===== src/rtl/axi_wr_defs.svh =====
`ifndef AXI_WR_DEFS_SVH
`define AXI_WR_DEFS_SVH

// bus widths shared by every block
`define AXI_ADDR_W 20
`define AXI_DATA_W 16
`define AXI_STRB_W (`AXI_DATA_W / 8)
`define AXI_ID_W 4

// upstream AXI write ports sharing the lite bus
`define AXI_NUM_PORTS 2

`endif


===== src/rtl/axi_wr_pkg.sv =====
package axi_wr_pkg;

  typedef enum logic [1:0] {
    FIXED = 2'b00,
    INCR  = 2'b01,
    WRAP  = 2'b10
  } burst_t;

  // numeric order doubles as severity, so the largest code is the worst
  typedef enum logic [1:0] {
    OKAY   = 2'b00,
    EXOKAY = 2'b01,
    SLVERR = 2'b10,
    DECERR = 2'b11
  } resp_t;

  typedef enum logic [1:0] {
    IDLE,
    BURST,
    RESP
  } adapter_state_t;

endpackage


===== src/rtl/axil_wr_if.sv =====
`timescale 1ns/10ps
`include "axi_wr_defs.svh"

interface axil_wr_if;
  import axi_wr_pkg::*;

  logic [`AXI_ADDR_W-1:0] awaddr;
  logic                   awvalid;
  logic                   awready;
  logic [`AXI_DATA_W-1:0] wdata;
  logic [`AXI_STRB_W-1:0] wstrb;
  logic                   wvalid;
  logic                   wready;
  resp_t                  bresp;
  logic                   bvalid;
  logic                   bready;
  // held by the adapter for the whole burst
  logic                   lock;

  modport adapter (
    output awaddr, awvalid, wdata, wstrb, wvalid, bready, lock,
    input  awready, wready, bresp, bvalid
  );

  modport arbiter (
    input  awaddr, awvalid, wdata, wstrb, wvalid, bready, lock,
    output awready, wready, bresp, bvalid
  );

endinterface


===== src/rtl/axi_axil_adapter_wr.sv =====
`timescale 1ns/10ps
`include "axi_wr_defs.svh"

module axi_axil_adapter_wr (
  input  logic                   clk,
  input  logic                   rst_n,

  input  logic                   awvalid,
  output logic                   awready,
  input  logic [`AXI_ADDR_W-1:0] awaddr,
  input  logic [  `AXI_ID_W-1:0] awid,
  input  logic [            7:0] awlen,
  input  logic [            2:0] awsize,
  input  axi_wr_pkg::burst_t     awburst,

  input  logic                   wvalid,
  output logic                   wready,
  input  logic [`AXI_DATA_W-1:0] wdata,
  input  logic [`AXI_STRB_W-1:0] wstrb,
  input  logic                   wlast,

  output logic                   bvalid,
  input  logic                   bready,
  output logic [  `AXI_ID_W-1:0] bid,
  output axi_wr_pkg::resp_t      bresp,

  axil_wr_if.adapter             lite
);
  import axi_wr_pkg::*;

  localparam int ADDR_W = `AXI_ADDR_W;

  adapter_state_t         state;

  logic [  `AXI_ID_W-1:0] id_q;
  logic [            7:0] len_q;
  logic [            2:0] size_q;
  burst_t                 burst_q;
  logic [`AXI_ADDR_W-1:0] addr_q;
  resp_t                  resp_q;
  resp_t                  resp_nxt;

  logic [            8:0] issue_cnt;
  logic [            8:0] resp_cnt;
  logic                   aw_done;
  logic                   w_done;

  logic                   aw_hs;
  logic                   aw_fire;
  logic                   w_fire;
  logic                   b_fire;
  logic                   beat_done;
  logic                   last_beat;
  logic                   last_resp;

  assign awready   = (state == IDLE);
  assign aw_hs     = awvalid && awready;

  assign lite.awaddr  = addr_q;
  assign lite.wdata   = wdata;
  assign lite.wstrb   = wstrb;
  assign lite.awvalid = (state == BURST) && wvalid && !aw_done;
  assign lite.wvalid  = (state == BURST) && wvalid && !w_done;
  assign lite.lock    = (state != IDLE);

  assign aw_fire   = lite.awvalid && lite.awready;
  assign w_fire    = lite.wvalid && lite.wready;
  assign beat_done = (state == BURST) && (aw_done || aw_fire) && (w_done || w_fire);
  assign wready    = beat_done;

  assign last_beat = (issue_cnt == {1'b0, len_q});
  assign last_resp = (state == RESP) && (resp_cnt == {1'b0, len_q});

  // the final lite response is passed straight through to the upstream B channel
  always_comb begin
    lite.bready = 1'b0;
    if (state == BURST) begin
      lite.bready = (resp_cnt != issue_cnt);
    end else if (state == RESP) begin
      lite.bready = last_resp ? bready : 1'b1;
    end
  end

  assign b_fire = lite.bvalid && lite.bready;
  assign bvalid = last_resp && lite.bvalid;
  assign bid    = id_q;
  assign bresp  = (lite.bresp > resp_q) ? lite.bresp : resp_q;

  always_comb begin
    resp_nxt = resp_q;
    if (b_fire && (lite.bresp > resp_q)) begin
      resp_nxt = lite.bresp;
    end
  end

  always_ff @(posedge clk) begin
    if (!rst_n) begin
      state     <= IDLE;
      issue_cnt <= '0;
      resp_cnt  <= '0;
      aw_done   <= 1'b0;
      w_done    <= 1'b0;
    end else begin
      case (state)
        IDLE: begin
          if (aw_hs) begin
            state     <= BURST;
            issue_cnt <= '0;
            resp_cnt  <= '0;
          end
        end
        BURST: begin
          if (beat_done && last_beat) begin
            state <= RESP;
          end
        end
        RESP: begin
          if (b_fire && last_resp) begin
            state <= IDLE;
          end
        end
        default: state <= IDLE;
      endcase

      if (beat_done) begin
        issue_cnt <= issue_cnt + 9'd1;
        aw_done   <= 1'b0;
        w_done    <= 1'b0;
      end else begin
        if (aw_fire) begin
          aw_done <= 1'b1;
        end
        if (w_fire) begin
          w_done <= 1'b1;
        end
      end

      if (b_fire) begin
        resp_cnt <= resp_cnt + 9'd1;
      end
    end
  end

  always_ff @(posedge clk) begin
    if (aw_hs) begin
      id_q    <= awid;
      len_q   <= awlen;
      size_q  <= awsize;
      burst_q <= awburst;
      addr_q  <= awaddr;
      resp_q  <= OKAY;
    end else begin
      // WRAP walks like INCR
      if (beat_done && (burst_q != FIXED)) begin
        addr_q <= addr_q + (ADDR_W'(1) << size_q);
      end
      resp_q <= resp_nxt;
    end
  end

endmodule


===== src/flat_wrapper.sv =====
// flat-port wrapper written by rule: the top's interface ports become plain ports
module axi_axil_adapter_wr_flat import axi_wr_pkg::*;
  (clk, rst_n, awvalid, awready, awaddr, awid, awlen, awsize, awburst, wvalid, wready, wdata, wstrb, wlast, bvalid, bready, bid, bresp, lite_awaddr, lite_awvalid, lite_wdata, lite_wstrb, lite_wvalid, lite_bready, lite_lock, lite_awready, lite_wready, lite_bresp, lite_bvalid);
  axil_wr_if lite_i ();
  input  logic clk;
  input  logic rst_n;
  input  logic awvalid;
  output logic awready;
  input  logic [`AXI_ADDR_W-1:0] awaddr;
  input  logic [  `AXI_ID_W-1:0] awid;
  input  logic [            7:0] awlen;
  input  logic [            2:0] awsize;
  input  axi_wr_pkg::burst_t awburst;
  input  logic wvalid;
  output logic wready;
  input  logic [`AXI_DATA_W-1:0] wdata;
  input  logic [`AXI_STRB_W-1:0] wstrb;
  input  logic wlast;
  output logic bvalid;
  input  logic bready;
  output logic [  `AXI_ID_W-1:0] bid;
  output axi_wr_pkg::resp_t bresp;
  output wire logic [$bits(lite_i.awaddr)-1:0] lite_awaddr;
  output wire logic [$bits(lite_i.awvalid)-1:0] lite_awvalid;
  output wire logic [$bits(lite_i.wdata)-1:0] lite_wdata;
  output wire logic [$bits(lite_i.wstrb)-1:0] lite_wstrb;
  output wire logic [$bits(lite_i.wvalid)-1:0] lite_wvalid;
  output wire logic [$bits(lite_i.bready)-1:0] lite_bready;
  output wire logic [$bits(lite_i.lock)-1:0] lite_lock;
  input wire logic [$bits(lite_i.awready)-1:0] lite_awready;
  input wire logic [$bits(lite_i.wready)-1:0] lite_wready;
  input wire logic [$bits(lite_i.bresp)-1:0] lite_bresp;
  input wire logic [$bits(lite_i.bvalid)-1:0] lite_bvalid;
  assign lite_awaddr = lite_i.awaddr;
  assign lite_awvalid = lite_i.awvalid;
  assign lite_wdata = lite_i.wdata;
  assign lite_wstrb = lite_i.wstrb;
  assign lite_wvalid = lite_i.wvalid;
  assign lite_bready = lite_i.bready;
  assign lite_lock = lite_i.lock;
  assign lite_i.awready = lite_awready;
  assign lite_i.wready = lite_wready;
  assign lite_i.bresp = lite_bresp;
  assign lite_i.bvalid = lite_bvalid;
  axi_axil_adapter_wr u_core (.clk(clk), .rst_n(rst_n), .awvalid(awvalid), .awready(awready), .awaddr(awaddr), .awid(awid), .awlen(awlen), .awsize(awsize), .awburst(awburst), .wvalid(wvalid), .wready(wready), .wdata(wdata), .wstrb(wstrb), .wlast(wlast), .bvalid(bvalid), .bready(bready), .bid(bid), .bresp(bresp), .lite(lite_i));
endmodule

===== config.mk =====
export PLATFORM = sky130hd
export DESIGN_NAME = axi_axil_adapter_wr_flat
export DESIGN_NICKNAME = d
export VERILOG_FILES = /design/src/rtl/axi_wr_pkg.sv /design/src/rtl/axil_wr_if.sv /design/src/rtl/axi_axil_adapter_wr.sv /design/src/flat_wrapper.sv
export VERILOG_INCLUDE_DIRS = /design/src /design/src/rtl
export SDC_FILE = /design/constraint.sdc
export NUM_CORES = 1
export LEC_CHECK = 0
export BUFFER_PORTS_ARGS = -buffer_cell sky130_fd_sc_hd__buf_2
export CORE_MARGIN = 3
export CORE_UTILIZATION = 47
export DETAILED_ROUTE_END_ITERATION = 10
export PLACE_DENSITY = 0.8
export SYNTH_ARGS = -nofsm -noshare
export SYNTH_HDL_FRONTEND = slang
export SYNTH_SLANG_ARGS = --single-unit

===== constraint.sdc =====
create_clock -name clk -period 2.9 [get_ports clk]
set_input_delay 0.58 -clock clk [delete_from_list [all_inputs] [get_ports clk]]
set_output_delay 0.58 -clock clk [all_outputs]
set_load 0.02 [all_outputs]

Word-level counts from Yosys, hierarchy flattened
Index checks and enable logic that the tools add are counted.

cells by class
  add/subtract/negate cells = 3
  $lt $le $gt $ge = 1
  eq/ne operators = 8
  shift operators = 1
  multiplexer cells = 14
  bitwise logic cells = 1
  reduce and logical (&&, ||, !) cells = 31

operators by type and width
  cell                    number
  $mux W20                2
  $mux W9                 4
  $add A20 B20 Y20        1
  $shl A1 B3 Y20 const A  1
  $add A9 B1 Y9 const B   2
  $eq A9 B8 Y1            2
  $logic_and A1 B1 Y1     15
  $reduce_bool A2 Y1      7
  $ne A9 B9 Y1            1
  $mux W2                 4
  $ne A2 B2 Y1 const B    3
  $pmux W2 S3             1
  $reduce_and A2 Y1       2
  $mux W1                 3
  $reduce_and A3 Y1       1
  $eq A2 B1 Y1 const B    1
  $eq A2 B2 Y1 const B    1
  $gt A2 B2 Y1            1
  $logic_not A1 Y1        2
  $logic_not A2 Y1        1
  $logic_or A1 B1 Y1      2
  $reduce_or A2 Y1        1
  $not A1 Y1              1

word-level totals
  register bits after elaboration = 61
  bits of input ports = 66
  output and inout port bits = 51
  word-level logic and storage cells = 70

Depth between registers and ports, before layout
  depth in word-level cells = 10
  gate-level depth with buffers = 10
  mapped depth without buffers = 10

Worst setup path after synthesis
No wires, ideal clock.

  path type = input -> register
  start = in lite_awready
  end = reg u_core.addr_q[0], in the netlist u_core.lite.awaddr[0], enable pin
  setup time = 0.425 ns
  arrival = 2.600 ns
  data required time = 2.475 ns
  slack = -0.125 ns
  stages = 4
  path buffers = 1
  path through = a21oi_1 > or3_1 > buf_2 > o21ai_0

between the ends
  word-level cells in the longest chain between the ends = 6

ends and longest elaborated chain
  what                                 RTL line                    text
  start: declaration                   flat_wrapper.sv:30          input wire logic [$bits(lite_i.awready)-1:0] lite_awready;
  $logic_and A1 B1 Y1                  axi_axil_adapter_wr.sv:66   assign aw_fire = lite.awvalid && lite.awready;
  $logic_or A1 B1 Y1                   axi_axil_adapter_wr.sv:68   assign beat_done = (state == BURST) && (aw_done || aw_fire) && (w_done || w_fire);
  $logic_and A1 B1 Y1 (2 in series)    axi_axil_adapter_wr.sv:68
  $logic_and A1 B1 Y1                  axi_axil_adapter_wr.sv:154  if (beat_done && (burst_q != FIXED)) begin
  $reduce_bool A2 Y1 (no source line)  -
  end signal: assignment               axi_axil_adapter_wr.sv:150  addr_q <= awaddr;
  end signal: assignment               axi_axil_adapter_wr.sv:155  addr_q <= addr_q + (ADDR_W'(1) << size_q);
  end: declaration                     axi_axil_adapter_wr.sv:39   logic [`AXI_ADDR_W-1:0] addr_q;

Every way passes these cells.
A chain may end at the register's enable or synchronous reset.

Worst setup path after layout
  start = reg u_core.size_q[2]
  end = reg u_core.addr_q[17], in the netlist u_core.lite.awaddr[17], data pin

between the ends
  word-level cells in the longest chain between the ends = 4

ends and longest elaborated chain
  what                      RTL line                    text
  start: declaration        axi_axil_adapter_wr.sv:37   logic [ 2:0] size_q;
  start signal: assignment  axi_axil_adapter_wr.sv:148  size_q <= awsize;
  $shl A1 B3 Y20            axi_axil_adapter_wr.sv:155
  $add A20 B20 Y20          axi_axil_adapter_wr.sv:155
  $mux W20                  axi_axil_adapter_wr.sv:154
  $mux W20                  axi_axil_adapter_wr.sv:145  if (aw_hs) begin

Every way passes these cells. The select of a mux whose other input is x is not followed.

==> impl_metrics.toml <==
[outcome]
status = "completed"

[place]
io_buffers = 79
hpwl_mm = 6.20
gp_congestion = 0.898
place_ws_ns = 0.180

[worst_setup_path]
path_cells = "nor2_1 > nand2_1 > inv_1 > ha_1 > a211o_1 > a2111oi_4 > o21bai_2 > or3_4 > o22ai_1 > a21oi_1"
slowest_delay_ns = 0.50
end_kind = "flop"
worstPathMaxFanout = 8
startpoint_type = "flop"
slowest_stage = "edfxtp_1"
regToRegEndpoint = "u_core.lite.awaddr[17]"
r2r-start = "u_core.size_q[2]"
crit_type = "flop to flop"
reg2reg_depth = 10
crit_required_ns = 3.00
ff2ff_setup_slack_ns = 0.14
crit_arrival_ns = 2.86

[sta]
relSlewSlack = 0.578
rsz0062_at_grt = "no"
setup-violations-final = 0
period_minus_slack_ns = 2.76
period_share = 0.952
max_freq_ghz = 0.362
finalSetupTns_ns = 0
report.final.slew_viol_count = 0
worst_clock_skew_ns = 0.0111
worst_pin_slew_ns = 0.630
setup_ws_ns = 0.139
finalHoldViolations = 0

[clock_tree]
cts-resized-gates = 0
cts_sinks = 61
cts_hold_buffers = 0
clk_pin_slew_worst_paths_ns = 0.07
clockRootBuffer = "clkbuf_8"
clockBufferDepth = 2
cts_setup_buffers = 0
cts-buffers-inserted = 9
cts_max_level = 3
clk_latency_ns = 0.34
cts_tree = "yes"

[routing]
dr.first_iter.drc_count = 126
drc_errors = 0
wl_mm = 8.42
wl_per_cell_um = 14.8
vias = 3056
ant_nets = 0
dr.pass1.iters = 5
viasPerCell = 5.36

[yosys]
synth_top_area_share = 0.293
synth_cells = 402
ys.warnings.count = 0
avgSynthCellArea_um2 = 9.42
synth-seq-area-share = 0.420
ys_ff_latch = 61
syn-cell-area_um2 = 3790
synth_top_cell_by_area = "edfxtp_1"
synthArstFlopShare = 0
synth-edff-count = 37
yosys-top-cells-area = "edfxtp_1, dfxtp_1, xor2_1"
synthesis.nets = 482
ys_types = 58
synth_ff_type = "edfxtp_1"

[floorplan]
dieArea_um2 = 9170
fp-row-count = 32
ios = 117
die_h_um = 95.8
die_w_um = 95.8
core_um2 = 7770
start_util = 0.487

[worst_hold_path]
whs_path_depth = 1
hold_path.class = "primary input to flop"
whs_endpoint = "u_core.burst_q[0]"
hold_start = "awburst[0]"

[pwr]
p_leak_nw = 1.84
irDropWorstVdd_mv = 0.362
powerDensity_nw_per_um2 = 497

[job]
max-cap-violations = 0

[grt]
grt_pass1_wl_mm = 13.6
grt-ovfl-total = 0
first_global_vias = 2878
grt_max_degree = 29
grtUsageTotal = 0.190
antenna_found_initial = 0

[finish]
nets = 543
mostFrequentLayoutCell = "buf_2"
drive_above_1_share = 0.244
diodes = 0
final_cell_mix = "buf_2, nor2_1, xor2_1"
fillCellCount = 701
area_growth_pct = 13.5
==> cells by family after synthesis <==
family                   after synthesis  share of synthesized area
XOR/XNOR                              43                     0.0995
buffers and inverters                 52                     0.0767
AO/OA/AOI/OAI                         98                      0.176
AND/OR/NAND/NOR                      134                      0.179
flip-flops                            61                      0.420
adder cells (fa/ha/maj)               14                     0.0482
==> state kept, by name (all words and copies together) (netlist names) <==
signal	count
u_core.state	2
u_core.resp_q	2
u_core.bid	4
u_core.aw_done	1
u_core.w_done	1
u_core.lite.awaddr	20
u_core.len_q	8
u_core.issue_cnt	9
u_core.burst_q	2
u_core.resp_cnt	9
u_core.size_q	3
==> worst max-delay path: cells and delay by family (launching register included) <==
family	cells	cell delay, ns
AOI/OAI and AO/OA	5	1.10
and+or+nand+nor	3	0.59
DFF	1	0.50
adders and majority gates	1	0.25
buffers and inverters	1	0.07
==> layer usage <==
metal	global-route usage	up-vias	routed length, µm
li1	-	1530	-
met3	0.0555	28	617
met1	0.258	1395	3840
met4	0.0746	0	189
met2	0.286	103	3770
met5	0	-	0
==> final cells by class <==
cell class | instances | area (µm²) | share of cell area
repair buffers | 83 | 425 | 0.0990
flip-flops and latches | 61 | 1590 | 0.370
multi-input cells | 289 | 1900 | 0.443
clock inverters | 3 | 38.8 | 0.00902
inverters | 19 | 71.3 | 0.0166
clock buffers | 13 | 139 | 0.0323
well taps | 102 | 128 | 0.0297
==> worst max path at each step <==
stage                                   to  depth (start not counted)  slack [ns]             start
global placement    u_core.lite.awaddr[17]                         10        0.28  u_core.size_q[1]
detailed placement  u_core.lite.awaddr[17]                         10        0.18  u_core.size_q[1]
floorplan           u_core.lite.awaddr[17]                         10        0.41  u_core.size_q[1]
global route        u_core.lite.awaddr[15]                         10        0.03  u_core.size_q[2]
CTS                 u_core.lite.awaddr[17]                         10        0.16  u_core.size_q[2]
finish              u_core.lite.awaddr[17]                         10        0.14  u_core.size_q[2]
==> power by group <==
group | switching, W | internal (W) | total (W)
clock network | 0.000313 | 0.000394 | 0.000707
registers | 0.0000468 | 0.000989 | 0.00104
logic | 0.000241 | 0.000153 | 0.000394
==> synth_stat cells (6+ instances only) <==
cell type	instances
nor2_1	42
buf_4	18
edfxtp_1	37
inv_1	17
o22ai_1	6
clkbuf_1	7
nand3_1	21
nand2_1	28
dfxtp_1	24
and3_1	11
ha_1	13
xor2_1	38
o21ai_0	16
a21oi_1	33
o21ai_1	11
nor3_1	6
==> stage by stage <==
stage / hold WS [ns] / cell area, µm² / total power (W) / util / std cells
global placement: 0.464 / 4120 / 0.00143 / 0.530 / 554
CTS: 0.393 / 4300 / 0.00216 / 0.553 / 570
finish: 0.411 / 4300 / 0.00214 / 0.553 / 570
detailed placement: 0.480 / 4120 / 0.00145 / 0.530 / 554
floorplan: 0.454 / 3790 / 0.00135 / - / 402
global route: 0.395 / 4300 / 0.00224 / 0.553 / 570
(Power assumes the default switching activity.)
